--- config.mk ---
export PLATFORM = sky130hd
export DESIGN_NAME = logic_block
export DESIGN_NICKNAME = d
export VERILOG_FILES = /design/src/tile_pkg.sv /design/src/logic_block.sv
export VERILOG_INCLUDE_DIRS = /design/src /design/src/include
export SDC_FILE = /design/constraint.sdc
export NUM_CORES = 1
export LEC_CHECK = 0
export BUFFER_PORTS_ARGS = -buffer_cell sky130_fd_sc_hd__buf_2
export CAP_MARGIN = 15
export CORE_AREA = 2 2 39 41
export CTS_BUF_LIST = sky130_fd_sc_hd__clkbuf_2
export DETAILED_ROUTE_END_ITERATION = 16
export DIE_AREA = 0 0 41 43
export GPL_TIMING_DRIVEN = 0
export PLACE_DENSITY_LB_ADDON = 0.12
export SLEW_MARGIN = 20
export SYNTH_ARGS = -nofsm -noshare
export SYNTH_HDL_FRONTEND = slang
export SYNTH_SLANG_ARGS = --single-unit
--- constraint.sdc ---
create_clock -name clk -period 1.5 [get_ports clk]
set_clock_uncertainty 0.05 [all_clocks]
set_input_delay 0 -clock clk [delete_from_list [all_inputs] [get_ports clk]]
set_output_delay 0 -clock clk [all_outputs]
set_load 0.1 [all_outputs]
--- src/include/tile_macros.svh ---
`ifndef TILE_MACROS_SVH
`define TILE_MACROS_SVH

// Tile geometry.
`define TILE_SIDES 4
`define TILE_TRACKS 4

// Configuration bus widths.
`define CFG_ADDR_W 32
`define CFG_DATA_W 32
`define TILE_ID_W 16 // Low half of the address.
`define CFG_SEL_W 3 // Operand select, eight tracks.
`define CFG_OP_W 2

// Block codes carried in the high half of the address.
`define CFG_BLOCK_SB 16'd7
`define CFG_BLOCK_CB0 16'd6
`define CFG_BLOCK_CB1 16'd5
`define CFG_BLOCK_CLB 16'd4

`endif

--- src/tile_pkg.sv ---
`include "tile_macros.svh"

package tile_pkg;

	typedef logic [`TILE_TRACKS-1:0] side_t;

	// Side 0 sits in the low bits.
	typedef struct packed {
		side_t side_3;
		side_t side_2;
		side_t side_1;
		side_t side_0;
	} track_bus_t;

	// Route select per output track.
	typedef logic [1:0] route_sel_t;

	localparam route_sel_t ROUTE_NEXT = 2'd0; // Side s+1.
	localparam route_sel_t ROUTE_OPPOSITE = 2'd1; // Side s+2.
	localparam route_sel_t ROUTE_PREV = 2'd2; // Side s+3.
	localparam route_sel_t ROUTE_PE = 2'd3; // Compute output.

	// Element s*4+t steers output track t of side s.
	typedef route_sel_t [`TILE_SIDES*`TILE_TRACKS-1:0] sb_cfg_t;

	typedef enum logic [`CFG_OP_W-1:0] {
		OP_AND = 2'd0,
		OP_OR = 2'd1,
		OP_XOR = 2'd2,
		OP_NAND = 2'd3
	} logic_op_t;

	typedef struct packed {
		sb_cfg_t sb;
		logic [`CFG_SEL_W-1:0] cb0_sel;
		logic [`CFG_SEL_W-1:0] cb1_sel;
		logic_op_t op;
	} tile_cfg_t;

endpackage

--- src/logic_block.sv ---
`timescale 1ns/1ps
`include "tile_macros.svh"

module logic_block (
	input logic clk,
	input logic reset,
	input tile_pkg::track_bus_t tracks_in,
	input tile_pkg::track_bus_t tracks_out,
	input logic [`CFG_SEL_W-1:0] cb0_sel,
	input logic [`CFG_SEL_W-1:0] cb1_sel,
	input tile_pkg::logic_op_t op,
	output logic pe_out
);
	import tile_pkg::*;

	localparam int CB_TRACKS = 2 * `TILE_TRACKS;

	logic [CB_TRACKS-1:0] cb0_tracks;
	logic [CB_TRACKS-1:0] cb1_tracks;
	logic op0;
	logic op1;
	logic result;

	// Eight candidate tracks of one side, incoming first.
	function automatic logic pick_track(
		input logic [CB_TRACKS-1:0] cand,
		input logic [`CFG_SEL_W-1:0] sel
	);
		logic bit_out;
		bit_out = cand[sel];
		return bit_out;
	endfunction

	// Indices 4..7 are the tile's own outgoing tracks.
	assign cb0_tracks = {tracks_out.side_0, tracks_in.side_0};
	assign cb1_tracks = {tracks_out.side_1, tracks_in.side_1};

	assign op0 = pick_track(cb0_tracks, cb0_sel);
	assign op1 = pick_track(cb1_tracks, cb1_sel);

	always_comb begin
		case (op)
			OP_AND: begin
				result = op0 & op1;
			end
			OP_OR: begin
				result = op0 | op1;
			end
			OP_XOR: begin
				result = op0 ^ op1;
			end
			OP_NAND: begin
				result = ~(op0 & op1);
			end
			default: begin
				result = 1'bx;
			end
		endcase
	end

	// Breaks the loop through the switch box.
	always_ff @(posedge clk) begin
		if (reset) begin
			pe_out <= 1'b0;
		end else begin
			pe_out <= result;
		end
	end

	a_reset_clear: assert property (@(posedge clk) reset |=> !pe_out)
		else $error("logic_block: pe_out not cleared after reset");

endmodule

Yosys cells after proc, flatten, opt, wreduce, memory -nomap -nowiden --
Cells that the tools add are included.
Storage, ports and cells: logic and storage cells 16, register bits 1
Operators by class: bitwise logic cells 4, eq/ne operators 3, muxes and demuxes 5, reduce and logical (&&, ||, !) cells 1, magnitude comparators 2
Operators by type and width (number):
- 3-bit by 4-bit less-than comparator with 1-bit output (second input constant) | 2
- 1-bit binary-select mux with 3-bit select | 2
- 2-bit == test (second input constant) | 2
- 1-bit one-hot mux with 4 select lines | 1
- 2-bit by 1-bit == test with 1-bit output (second input constant) | 1
- 2-bit zero test | 1
- 1-bit 2-to-1 mux | 2
- 1-bit AND | 1
- 1-bit NOT | 1
- 1-bit OR | 1
- 1-bit bitwise XOR | 1

Depth between registers and ports, before layout --
depth after elaboration 5, gate-level depth with buffers 7

Worst setup path before layout --
No wires, ideal clock.
path type input to register, start input port cb0_sel[0], end register pe_out, path slack 0.038 ns, arrival 1.292 ns, required time 1.331 ns, stages 6, path buffers 0, path through mux4_1 mux2i_2 ha_1 nor2b_1 o21ai_0 a21oi_1
Between the ends: cells in the longest elaborated chain, start to end 5, elaborated cells between the ends (all ways) 7
Ends and longest elaborated chain:
- from (decl) | line logic_block.sv:9 | input logic [`CFG_SEL_W-1:0] cb0_sel,
- 1-bit binary-select mux with 3-bit select * | line logic_block.sv:30 | bit_out = cand[sel];
- 1-bit 2-to-1 mux (implied by the code) * | line logic_block.sv:30
- 1-bit AND | line logic_block.sv:44, logic_block.sv:53
- 1-bit NOT | line logic_block.sv:53 | result = ~(op0 & op1);
- 1-bit one-hot mux with 4 select lines * | line logic_block.sv:42 | case (op)
- to (signal assigned) | line logic_block.sv:66 | pe_out <= result;
- to (decl) | line logic_block.sv:12 | output logic pe_out
Every way passes the cells marked *; elsewhere a longest branch is shown, timed or not. The select of a mux whose other input is x is not followed. A chain may end at the register's enable or synchronous reset.

Final worst setup path --
start input port cb1_sel[0], end register pe_out
Between the ends: cells in the longest elaborated chain, start to end 5, elaborated cells between the ends (all ways) 7
Ends and longest elaborated chain:
- from (decl) | line logic_block.sv:10 | input logic [`CFG_SEL_W-1:0] cb1_sel,
- 1-bit binary-select mux with 3-bit select * | line logic_block.sv:30
- 1-bit 2-to-1 mux (implied by the code) * | line logic_block.sv:30
- 1-bit AND | line logic_block.sv:44, logic_block.sv:53
- 1-bit NOT | line logic_block.sv:53
- 1-bit one-hot mux with 4 select lines * | line logic_block.sv:42
Marked as above.

==> results.json <==
{
  "drive_above_1_share_pct": 81.4,
  "critPathCaptureType": "register",
  "rows": 14,
  "maxCapViolations": 0,
  "largest_reg_flops": 1,
  "yosysMostFrequentCell": "mux4_1",
  "clk_pin_slew_ns": 0,
  "drv_slew": 0,
  "path_class": "primary input to register",
  "rsz0062_at_grt": "yes",
  "postSynthCellCount": 17,
  "ys.flop_type": "dfxtp_1",
  "hold_buffers": 0,
  "synth_area_leaders": "mux4_1 48%, mux2i_2 13%, ha_1 11%",
  "final.min_clock_period_ns": 1.55,
  "startpoint_type": "primary input",
  "tightest_slew_ns": 0.484,
  "setup_slack_ns": -0.0489,
  "pwr-share-comb_pct": 81.7,
  "met3_length_um": 71,
  "netlist_area_um2": 220,
  "ys_ff_latch": 1,
  "gp_congestion": 0.579,
  "num_vias": 248,
  "timing.hold.ws_ns": 0.111,
  "synth-async-reset-ratio_pct": 0,
  "die_height_um": 43,
  "synth_top_area_share_pct": 47.7,
  "grt_max_degree": 5,
  "drt-initial-drc-count": 0,
  "fmax_mhz": 646,
  "grt_use_total_pct": 8.73,
  "dieArea_mm2": 0.00176,
  "ios": 43,
  "synth.largest_area_cell": "mux4_1",
  "portBuffers": 26,
  "hold_path_class": "primary input to register",
  "violations": "setup timing",
  "hold_violations": 0,
  "ir_drop_mv": 0.0859,
  "grt_pass1_vias": 258,
  "synth_cell_types": 10,
  "regMostFlops": "pe_out",
  "wire_per_inst_um": 11.3,
  "clkPwrFrac_pct": 0,
  "pre_cts_ws_ns": -0.204,
  "path_max_fanout": 2,
  "n_antenna_cell": 0,
  "yosysSeqAreaShare_pct": 9.09,
  "finish.utilization_pct": 28.0,
  "finalSetupViolCount": 1,
  "dr_wl_met2_um": 369,
  "ys_warn_count": 0,
  "power_w": 0.000166,
  "sw_frac_of_total_pct": 37.4,
  "grt_pass1_wl_um": 1120,
  "status": "complete, but fails checks",
  "cp-startpoint": "cb1_sel[0]",
  "slew_headroom_pct": 68.0,
  "post-route-drc-count": 0,
  "coreArea_mm2": 0.00138,
  "antenna_found_initial": 0,
  "switching_power_w": 0.0000622,
  "grt_overflow_total": 0,
  "final_cells": 59,
  "pwr-share-seq_pct": 18.3,
  "wirelength_um": 666,
  "synth_edf_count": 0,
  "post-route-period-util_pct": 103,
  "worstPathRequired_ns": 1.33,
  "via_per_inst": 4.20,
  "syn_nets": 61,
  "reg_top3": "pe_out (1)",
  "n_fill_cell": 155,
  "syn_to_final_growth_pct": 76.1,
  "synth_common_cells": "4 x mux4_1, 2 x ha_1, 2 x inv_2, 2 x mux2i_2, 2 x nor2b_1",
  "syn_avg_cell_area_um2": 13.0,
  "cts_setup_buffers": 0,
  "nNetsFinal": 89,
  "p_per_area_mw_per_mm2": 429,
  "dp_cells": 59,
  "arrival_ns": 1.38,
  "highest_layer": "met3",
  "leakagePower_nw": 0.194,
  "power.internal_w": 0.000104,
  "die_x_um": 41,
  "floorplan.initialDensity_pct": 15.9,
  "critical_path.endpoint": "pe_out$_SDFF_PP0_",
  "met1_length_um": 225,
  "drtAntennaViolNets": 0,
  "dr.pass1.iters": 1
}
-- power by group through the flow --
stage	sequential (W)	combinational (W)	clock [W]
final	0.0000304	0.000136	0
after global placement	0.0000306	0.000109	0
after CTS	0.0000305	0.000132	0
after floorplan	0.0000512	0.0000498	0
after detailed placement	0.0000305	0.000115	0
after global routing	0.0000308	0.000148	0
-- cells in the final DEF (no fill, tap or decap) --
| master | n |
|---|---|
| nor2b_1 | 1 |
| dfxtp_1 | 1 |
| nor2b_4 | 1 |
| inv_2 | 2 |
| mux2i_4 | 1 |
| mux2i_2 | 1 |
| nor2_1 | 1 |
| a21oi_1 | 1 |
| o21ai_1 | 1 |
| ha_1 | 2 |
| a211o_1 | 1 |
| mux4_2 | 4 |
| buf_2 | 24 |
| buf_8 | 1 |
| buf_6 | 1 |
-- area by class of cell --
class,instances,area (um^2),share of cell area (%)
inverter,2,7.51,1.94
multi-input combinational,14,194,50.0
sequential,1,20.0,5.16
tap,16,20.0,5.16
timing repair buffer,26,146,37.7
-- what timing repair did --
item | 4_1_cts | 5_1_grt
pin swaps | 3 | 2
setup endpoints to repair | 1 | 1
gates resized for setup | 10 | 1
-- cells by family (layout without fill, tap and decap cells) --
kind of cell	Yosys count	in the layout	share of synthesized area, %
buffers and inverters	2	28	3.41
AOI/OAI and AO/OA	3	3	8.52
and+or+nand+nor	3	3	7.38
DFF	1	1	9.09
muxes	6	6	60.2
adders and majority gates	2	2	11.4
-- critical path: stages --
cell and delay, ns:
buf_8 0.08, mux4_2 0.49, mux2i_2 0.22, ha_1 0.28, nor2b_4 0.13, o21ai_1 0.11
a21oi_1 0.07
-- through the flow --
step                cell area, um^2  setup TNS [ns]
floorplan                       220               0
global placement                370          -0.151
detailed placement              370          -0.204
CTS                             379         -0.0797
global route                    388          -0.121
finish                          388         -0.0489
-- metal layers --
metal  up-vias  GRT usage, %
met5         -             0
li1        120             -
met4         0          1.33
met3         0          1.05
met1       112          9.97
met2        16          16.3
-- how the worst min path moves through the flow --
stage | startpoint | end | slack [ns] | cells past startpoint
after global routing | reset | pe_out$_SDFF_PP0_ | 0.12 | 2
after floorplan | reset | pe_out$_SDFF_PP0_ | 0.02 | 1
final | reset | pe_out$_SDFF_PP0_ | 0.11 | 2
after global placement | reset | pe_out$_SDFF_PP0_ | 0.11 | 2
after CTS | reset | pe_out$_SDFF_PP0_ | 0.11 | 2
after detailed placement | reset | pe_out$_SDFF_PP0_ | 0.11 | 2
No activity file was read; power rests on OpenSTA's default activity.
