**config.mk**
```make
export PLATFORM = sky130hd
export DESIGN_NAME = tile_config
export DESIGN_NICKNAME = d
export VERILOG_FILES = /design/src/tile_pkg.sv /design/src/tile_config.sv
export VERILOG_INCLUDE_DIRS = /design/src /design/src/include
export SDC_FILE = /design/constraint.sdc
export NUM_CORES = 1
export LEC_CHECK = 0
export BUFFER_PORTS_ARGS = -buffer_cell sky130_fd_sc_hd__buf_2
export CAP_MARGIN = 20
export CORE_ASPECT_RATIO = 1.2
export CORE_MARGIN = 5
export CORE_UTILIZATION = 35
export DETAILED_ROUTE_END_ITERATION = 10
export GPL_ROUTABILITY_DRIVEN = 0
export PLACE_DENSITY = 0.71
export SLEW_MARGIN = 40
export SYNTH_ARGS = -nofsm -noshare
export SYNTH_HDL_FRONTEND = slang
export SYNTH_SLANG_ARGS = --single-unit
```
**constraint.sdc**
```tcl
create_clock -name clk -period 2.9 [get_ports clk]
set_clock_uncertainty 0.2 [all_clocks]
set_input_delay 0.435 -clock clk [delete_from_list [all_inputs] [get_ports clk]]
set_output_delay 0.435 -clock clk [all_outputs]
set_load 0.02 [all_outputs]
```
**src/include/tile_macros.svh**
```systemverilog
`ifndef TILE_MACROS_SVH
`define TILE_MACROS_SVH

// Tile geometry.
`define TILE_SIDES 4
`define TILE_TRACKS 4

// Configuration bus widths.
`define CFG_ADDR_W 32
`define CFG_DATA_W 32
`define TILE_ID_W 16 // Low half of the address.
`define CFG_SEL_W 3 // Operand select, eight tracks.
`define CFG_OP_W 2

// Block codes carried in the high half of the address.
`define CFG_BLOCK_SB 16'd7
`define CFG_BLOCK_CB0 16'd6
`define CFG_BLOCK_CB1 16'd5
`define CFG_BLOCK_CLB 16'd4

`endif

```
**src/tile_pkg.sv**
```systemverilog
`include "tile_macros.svh"

package tile_pkg;

	typedef logic [`TILE_TRACKS-1:0] side_t;

	// Side 0 sits in the low bits.
	typedef struct packed {
		side_t side_3;
		side_t side_2;
		side_t side_1;
		side_t side_0;
	} track_bus_t;

	// Route select per output track.
	typedef logic [1:0] route_sel_t;

	localparam route_sel_t ROUTE_NEXT = 2'd0; // Side s+1.
	localparam route_sel_t ROUTE_OPPOSITE = 2'd1; // Side s+2.
	localparam route_sel_t ROUTE_PREV = 2'd2; // Side s+3.
	localparam route_sel_t ROUTE_PE = 2'd3; // Compute output.

	// Element s*4+t steers output track t of side s.
	typedef route_sel_t [`TILE_SIDES*`TILE_TRACKS-1:0] sb_cfg_t;

	typedef enum logic [`CFG_OP_W-1:0] {
		OP_AND = 2'd0,
		OP_OR = 2'd1,
		OP_XOR = 2'd2,
		OP_NAND = 2'd3
	} logic_op_t;

	typedef struct packed {
		sb_cfg_t sb;
		logic [`CFG_SEL_W-1:0] cb0_sel;
		logic [`CFG_SEL_W-1:0] cb1_sel;
		logic_op_t op;
	} tile_cfg_t;

endpackage

```
**src/tile_config.sv**
```systemverilog
`timescale 1ns/1ps
`include "tile_macros.svh"

module tile_config (
	input logic clk,
	input logic reset,
	input logic [`CFG_ADDR_W-1:0] config_addr,
	input logic [`CFG_DATA_W-1:0] config_data,
	input logic [`TILE_ID_W-1:0] tile_id,
	output tile_pkg::tile_cfg_t cfg
);
	import tile_pkg::*;

	logic [`TILE_ID_W-1:0] addr_id;
	logic [`CFG_ADDR_W-`TILE_ID_W-1:0] addr_block;
	logic id_match;
	logic en_sb;
	logic en_cb0;
	logic en_cb1;
	logic en_clb;

	sb_cfg_t sb_q;
	logic [`CFG_SEL_W-1:0] cb0_q;
	logic [`CFG_SEL_W-1:0] cb1_q;
	logic_op_t op_q;

	assign addr_id = config_addr[`TILE_ID_W-1:0];
	assign addr_block = config_addr[`CFG_ADDR_W-1:`TILE_ID_W];
	assign id_match = (addr_id == tile_id);

	// Level write, no strobe.
	assign en_sb = id_match && (addr_block == `CFG_BLOCK_SB);
	assign en_cb0 = id_match && (addr_block == `CFG_BLOCK_CB0);
	assign en_cb1 = id_match && (addr_block == `CFG_BLOCK_CB1);
	assign en_clb = id_match && (addr_block == `CFG_BLOCK_CLB);

	always_ff @(posedge clk) begin
		if (reset) begin
			sb_q <= '0; // Every route to side s+1.
		end else if (en_sb) begin
			sb_q <= sb_cfg_t'(config_data);
		end
	end

	always_ff @(posedge clk) begin
		if (reset) begin
			cb0_q <= '0;
			cb1_q <= '0;
		end else begin
			if (en_cb0) begin
				cb0_q <= config_data[`CFG_SEL_W-1:0];
			end
			if (en_cb1) begin
				cb1_q <= config_data[`CFG_SEL_W-1:0];
			end
		end
	end

	always_ff @(posedge clk) begin
		if (reset) begin
			op_q <= OP_AND;
		end else if (en_clb) begin
			op_q <= logic_op_t'(config_data[`CFG_OP_W-1:0]);
		end
	end

	assign cfg.sb = sb_q;
	assign cfg.cb0_sel = cb0_q;
	assign cfg.cb1_sel = cb1_q;
	assign cfg.op = op_q;

	// One block per address.
	a_one_enable: assert property (@(posedge clk) disable iff (reset)
		$onehot0({en_sb, en_cb0, en_cb1, en_clb}))
		else $error("tile_config: more than one block enable active");

	a_op_defined: assert property (@(posedge clk) disable iff (reset)
		en_clb |=> !$isunknown(cfg.op))
		else $error("tile_config: logic block write stored an unknown operation");

endmodule

```
# After elaboration in Yosys (flattened, before gate mapping)

Index checks and enable logic that the tools add are counted.

Register bits: 40
Bits of input ports: 82
Word-level logic and storage cells: 28

Equality and inequality tests: 5
Reductions and logical operators: 4

Operators with widths:

| operator                                        | number |
|---|---|
| == test 16 x 3 -> 1 bit (second input constant) | 4 |
| == test 16 bit                                  | 1 |
| logical AND 1 bit                               | 4 |

# Logic depth before layout (Yosys ltp)

Gate-level depths: netlist of run 1.

Word-level depth: 2
Depth in mapped cells: 6
Gate-level depth less buffers: 5

# Worst setup path after synthesis of run 1

Ideal clock, no wire load.

Kind: input-to-reg
Start: in config_addr[25]
End: reg cb1_q[0]
Library setup time: 0.123 ns
Data arrival time: 1.981 ns
Slack: 0.596 ns
Cell stages on the path: 6
Buffers on the path: 1
Cell sequence: or4_1 -> nor3_2 -> nand4_1 -> or4b_1 -> clkbuf_1 -> mux2i_1

Cells in the longest elaborated chain, start to end: 2

Ends and longest elaborated chain:

| what                              | line              | source |
|---|---|---|
| start, declared                   | tile_config.sv:7  | `` input logic [`CFG_ADDR_W-1:0] config_addr, `` |
| == test 16 x 3 -> 1 bit (no line) | --                |  |
| logical AND 1 bit                 | tile_config.sv:34 | `` assign en_cb1 = id_match && (addr_block == `CFG_BLOCK_CB1); `` |
| end signal, assigned              | tile_config.sv:54 | `` cb1_q <= config_data[`CFG_SEL_W-1:0]; `` |
| end, declared                     | tile_config.sv:24 | `` logic [`CFG_SEL_W-1:0] cb1_q; `` |

Every way passes these cells.
A chain may end at the register's enable or synchronous reset.

# Worst setup path in the final report of run 1

Same ends and word-level chain as after synthesis.

==> qor.csv, run 1 <==
metric;value;unit
status;completed;
initial antenna violation count;0;
GRT Residual Overflow;0;
Tmin final;2.23;ns
Hold WC Path Type;in2reg;
CTS Buffer Depth;2;
worst-skew pair later-pin latency;0.28;ns
CTS tree;yes;
Buffers on Ports;121;
syn_nets;279;
Multi-input gate area;1100;sq um
Cells after Synth;197;
reg2reg start;cfg[33];
final-report hold violation count;0;
global-route usage over all layers;0.135;
Die Area;7210;sq um
relative slew slack;0.676;
first-pass GRT wire length;7820;um
final cycle utilization of the critical path;0.771;
number of routed nets with antenna violations;0;
Die W;78.4;um
Achievable Freq;447;MHz
NetSw;233;uW
nets;395;
Hold Slack;0.197;ns
Leakage;1.29;nW
vias in the first global route;1710;
CP Data Required Time;2.88;ns
sequential area share after synthesis;0.408;
setup TNS;0;ns
Seq. cell area;801;sq um
Iteration-0 DRC Markers;44;
Num CTS Buffers;5;
crit path kind;in2reg;
# rows;30;
Via Count;1704;
synth unique cells;15;
cell-internal power;874;uW
fill count;565;
WP buf/inv;1;
Reg power frac;0.496;
crit path from;config_addr[25];
Finish-stage setup viols;0;
Worst Path Arrival;2.21;ns
post-CTS sizing;0;
max incr delay on CP;0.67;ns
# IOs;122;
Die H;92.0;um
Combinational Power Share;0.104;
# hold bufs at CTS;0;
HPWL after detailed placement;3690;um
Root Driver;clkbuf_8;
maximum vdd drop;299;uV
Tightest Pin Transition;0.486;ns
Ant. Diodes;0;
clock share of power;0.401;
critical-path cell list;buf_2 -> or4_1 -> nor3_2 -> nand4_1 -> or4b_1 -> mux2i_1;
Layout area overhead;38.8;%
DRC viols;0;
sw frac;0.211;
PwrDens;406;nW/um^2
Area after DPL;2620;sq um
Post-Layout Inst Area;2730;sq um
endpoint class of the critical path;flip-flop;
post-DR wirelength/cell;12.9;um
CP max-delay cell;or4b_1;
htree depth;2;
crit-path leading delay family;simple AND/OR/NAND/NOR gates;
clk slew on worst S/H paths;0.08;ns
Pins Over Slew Limit;0;
hold_sp;config_data[8];
max-cap violations;0;
CTS sink count;40;
startpoint types;primary input;
largest net degree at the start of global routing;73;
RSZ-0062 raised after global routing;no;
TritonRoute pass-1 iters;4;
Syn Area/Cell;9.97;sq um
Post-Syn Area;1960;sq um
warning count from the yosys run;0;
share of cells above drive strength 1;0.417;
Placeable Area;5560;sq um
critical-path maximum fanout;4;
Vias/cell;4.51;
setup bufs post-CTS;0;
post-synthesis register bit count;40;
Starting Density;0.353;
Routed WL;4870;um
-- synthesized netlist by cell type --
master | number | area (sq um)
inv_1 | 1 | 3.75
or4b_1 | 1 | 10.0
nand4_1 | 1 | 6.26
dfxtp_1 | 40 | 801
mux2i_1 | 40 | 400
nor4_1 | 5 | 31.3
nand2b_1 | 72 | 450
buf_4 | 3 | 22.5
or4_1 | 3 | 22.5
clkbuf_1 | 10 | 37.5
xor2_1 | 16 | 140
nor3_2 | 2 | 20.0
nand2_1 | 1 | 3.75
nor4b_1 | 1 | 8.76
nand3_1 | 1 | 5.00
-- power by group through the flow --
| stage | clock network [mW] | registers [mW] | logic, mW |
|---|---|---|---|
| 2_1_floorplan | 0 | 0.562 | 0.0517 |
| 3_5_place_dp | 0 | 0.562 | 0.116 |
| 3_3_place_gp | 0 | 0.562 | 0.112 |
| 5_1_grt | 0.492 | 0.549 | 0.129 |
| 6_report | 0.444 | 0.549 | 0.115 |
| 4_1_cts | 0.466 | 0.549 | 0.116 |
-- per-stage QoR --
step / cells / setup slack [ns] / total power [mW] / utilization
6_report: 378 / 0.665 / 1.11 / 0.491
3_3_place_gp: 370 / 0.390 / 0.674 / 0.471
5_1_grt: 378 / 0.567 / 1.17 / 0.491
3_5_place_dp: 370 / 0.348 / 0.678 / 0.471
4_1_cts: 378 / 0.672 / 1.13 / 0.490
2_1_floorplan: 197 / 0.596 / 0.613 / -
-- state kept, by name, summed over array words and instances, names as in the netlist --
| name | count |
|---|---|
| cb0_q | 3 |
| cb1_q | 3 |
| cfg | 32 |
| op_q | 2 |
-- cells in the final DEF, fill, tap and decap left out, types with 3 or more instances in the layout --
cell type / instances
or4_1: 3
dfxtp_1: 40
clkbuf_8: 5
buf_2: 120
xor2_1: 16
nand2b_1: 72
mux2i_1: 40
nor4_1: 5
-- layout make-up --
class,instances,share of cell area
clock buffer,6,0.0266
clock inverter,2,0.0129
inverter,1,0.00138
multi-input combinational,143,0.405
sequential,40,0.294
tap,64,0.0294
timing repair buffer,122,0.230
-- path summary, 6_finish.rpt --
check,cells past startpoint,slack [ns],end
setup / recovery,6,0.67,cb1_q[0]
hold / removal,3,0.20,cfg[16]
setup reg to reg,2,2.09,cfg[33]
hold reg to reg,2,0.27,cfg[27]
-- cell families after synthesis --
logic type,after synthesis,share of synthesized area
buffers and inverters,14,0.0325
multiplexers,40,0.204
XOR/XNOR,16,0.0714
flip-flops,40,0.408
AND/OR/NAND/NOR,87,0.284
-- per-layer routing --
metal / vias up / GRT usage / part of all wire
li1: 879 / - / -
met2: 50 / 0.252 / 0.54
met1: 771 / 0.146 / 0.39
met5: - / 0 / 0
met3: 4 / 0.0373 / 0.068
met4: 0 / 0.0437 / 0.010
-- tightest hold or removal path, cell delays in order --
cell and delay, ns:
buf_2 0.10, nand2b_1 0.05, mux2i_1 0.06
Note: power is estimated with default switching activity, not from simulation.
==> inputs of run 2 (changes only) <==
- clock period: 2.9 -> 2.07 ns (I/O delays scaled with it)
==> run 2 against run 1 <==
Effect of this change: the run now ends with setup timing left; first-iteration DRC count increased by 11%; combinational power increased by 43%; wire length increased by 5.3%; via count increased by 2.2%; hold slack got worse by 0.12 ns; utilization increased by 3.0 points; total power increased by 41%; sequential power increased by 40%; clock power increased by 41%.
==> qor.csv, run 2 (synthesis results as in run 1) <==
metric;value;unit;change
Tightest Pin Transition;0.427;ns;-0.0587 ns
number of routed nets with antenna violations;0;;unchanged
Num CTS Buffers;5;;unchanged
CP max-delay cell;or4_4;;
share of cells above drive strength 1;0.446;;+0.0286
failing checks;setup timing;;
Worst Path Arrival;2.06;ns;-0.15 ns
Achievable Freq;478;MHz;
htree depth;2;;unchanged
Die H;92.0;um;unchanged
vias in the first global route;1641;;-4.0%
first-pass GRT wire length;7820;um;about the same
final-report hold violation count;0;;unchanged
nets;404;;+2.3%
Top Usage Layer GRT;met2;;
largest net degree at the start of global routing;33;;-55%
status;finished, violations left;;
relative slew slack;0.715;;+0.0392
RSZ-0062 raised after global routing;yes;;
sw frac;0.213;;+0.00277
Reg power frac;0.493;;-0.003
Layout area overhead;47.4;%;
Die W;78.4;um;unchanged
Starting Density;0.353;;unchanged
crit path kind;in2reg;;
crit-path leading delay family;simple AND/OR/NAND/NOR gates;;
max incr delay on CP;0.65;ns;-0.02 ns
WP buf/inv;1;;unchanged
Hold Slack;0.0753;ns;-0.121 ns
Overall Power;1.56;mW;+41%
Via Count;1741;;+2.2%
HPWL after detailed placement;3770;um;+1.9%
met2 usage;0.230;;-0.0221
CTS sink count;40;;unchanged
Vias/cell;4.50;;-0.20%
Finish-stage setup viols;3;;+3
Leakage;1.37;nW;+5.6%
DRC viols;0;;unchanged
max-cap violations;0;;unchanged
endpoint class of the critical path;flip-flop;;
Placeable Area;5560;sq um;unchanged
CP Data Required Time;2.04;ns;-0.84 ns
# IOs;122;;unchanged
critical-path maximum fanout;4;;unchanged
worst-skew pair later-pin latency;0.28;ns;about the same
clock share of power;0.401;;about the same
Buffers on Ports;121;;unchanged
clk slew on worst S/H paths;0.08;ns;about the same
cell-internal power;1.23;mW;+40%
GRT Residual Overflow;0;;unchanged
Pins Over Slew Limit;0;;unchanged
final cycle utilization of the critical path;1.01;;
met3 Use GR;0.0442;;+0.00688
Post-Layout Inst Area;2890;sq um;+6.2%
most frequent cells in the layout;120 x buf_2, 72 x nand2b_1, 40 x mux2i_1, 40 x dfxtp_1, 16 x xor2_1;;
PwrDens;539;nW/um^2;+33%
Ant. Diodes;0;;unchanged
NetSw;333;uW;+43%
initial antenna violation count;0;;unchanged
TritonRoute pass-1 iters;4;;unchanged
startpoint types;primary input;;
# hold bufs at CTS;0;;unchanged
Tmin final;2.09;ns;
Hold WC Path Type;in2reg;;
Routed WL;5130;um;+5.3%
Root Driver;clkbuf_8;;
Most Frequent Cell on Critical Path;or4_4;;
Combinational Power Share;0.106;;+0.002
global-route usage over all layers;0.134;;-0.00165
CTS Buffer Depth;2;;unchanged
CTS tree;yes;;
maximum vdd drop;492;uV;+65%
# rows;30;;unchanged
post-layout util;0.521;;+0.0302
Iteration-0 DRC Markers;49;;+11%
Area after DPL;2660;sq um;+1.8%
most common cell after layout, fill and taps aside;buf_2;;
critical-path cell list;buf_6 -> or4_4 -> nor3_2 -> nand4_1 -> or4_4 -> mux2i_1;;
GR Util met1;0.156;;+0.0101
fill count;530;;-6.2%
post-DR wirelength/cell;13.2;um;+2.8%
PnR worst setup slack;-0.0226;ns;-0.688 ns
Die Area;7210;sq um;unchanged
max reg flops;32;;unchanged
run 2: what timing repair did:
action / in CTS / in global routing
pin swaps: 2 / 2
gates cloned: 0 / 4
resized for setup: 3 / 0
setup endpoints to repair: 6 / 40
buffers inserted: 0 / 1
run 2: layout make-up:
cell class	instances	area, sq um	share of cell area
multi-input combinational	143	1120	0.386
sequential	40	801	0.277
timing repair buffer	131	781	0.270
tap	64	80.1	0.0277
clock buffer	5	68.8	0.0238
clock inverter	3	42.5	0.0147
inverter	1	3.75	0.00130
run 2: path summary, 6_finish.rpt:
check / startpoint / endpoint / slack [ns] / depth (start not counted)
worst max-delay path: config_addr[25] / cb0_q[0] / -0.02 / 6
worst min-delay path: config_data[15] / cfg[23] / 0.08 / 3
worst max register to register: cb1_q[1] / cb1_q[1] / 1.27 / 2
worst min register to register: cfg[21] / cfg[21] / 0.27 / 2
run 2: power groups by stage:
stage	Combinational (mW)	Sequential, mW	Clock [mW]
2_1_floorplan	0.0729	0.787	0
3_5_place_dp	0.165	0.787	0
6_report	0.165	0.769	0.625
3_3_place_gp	0.161	0.787	0
5_1_grt	0.184	0.769	0.686
4_1_cts	0.167	0.769	0.657
run 2: metal layers:
layer  share of wire  up-vias
met5               0        -
met4           0.014        0
met3           0.069        8
met2            0.52       50
met1            0.40      786
li1                -      897
run 2: tightest hold or removal path, cell delays in order:
cell and delay [ns]:
buf_2 0.10, nand2b_1 0.05, mux2i_1 0.06
run 2: stage by stage:
stage          setup TNS [ns]  worst slack (ns)  instances
2_1_floorplan           -2.00           -0.0925        197
3_3_place_gp            -9.98            -0.358        374
3_5_place_dp           -10.92            -0.379        374
4_1_cts                     0           0.00609        382
5_1_grt                -0.951           -0.0761        387
6_report              -0.0446           -0.0226        387
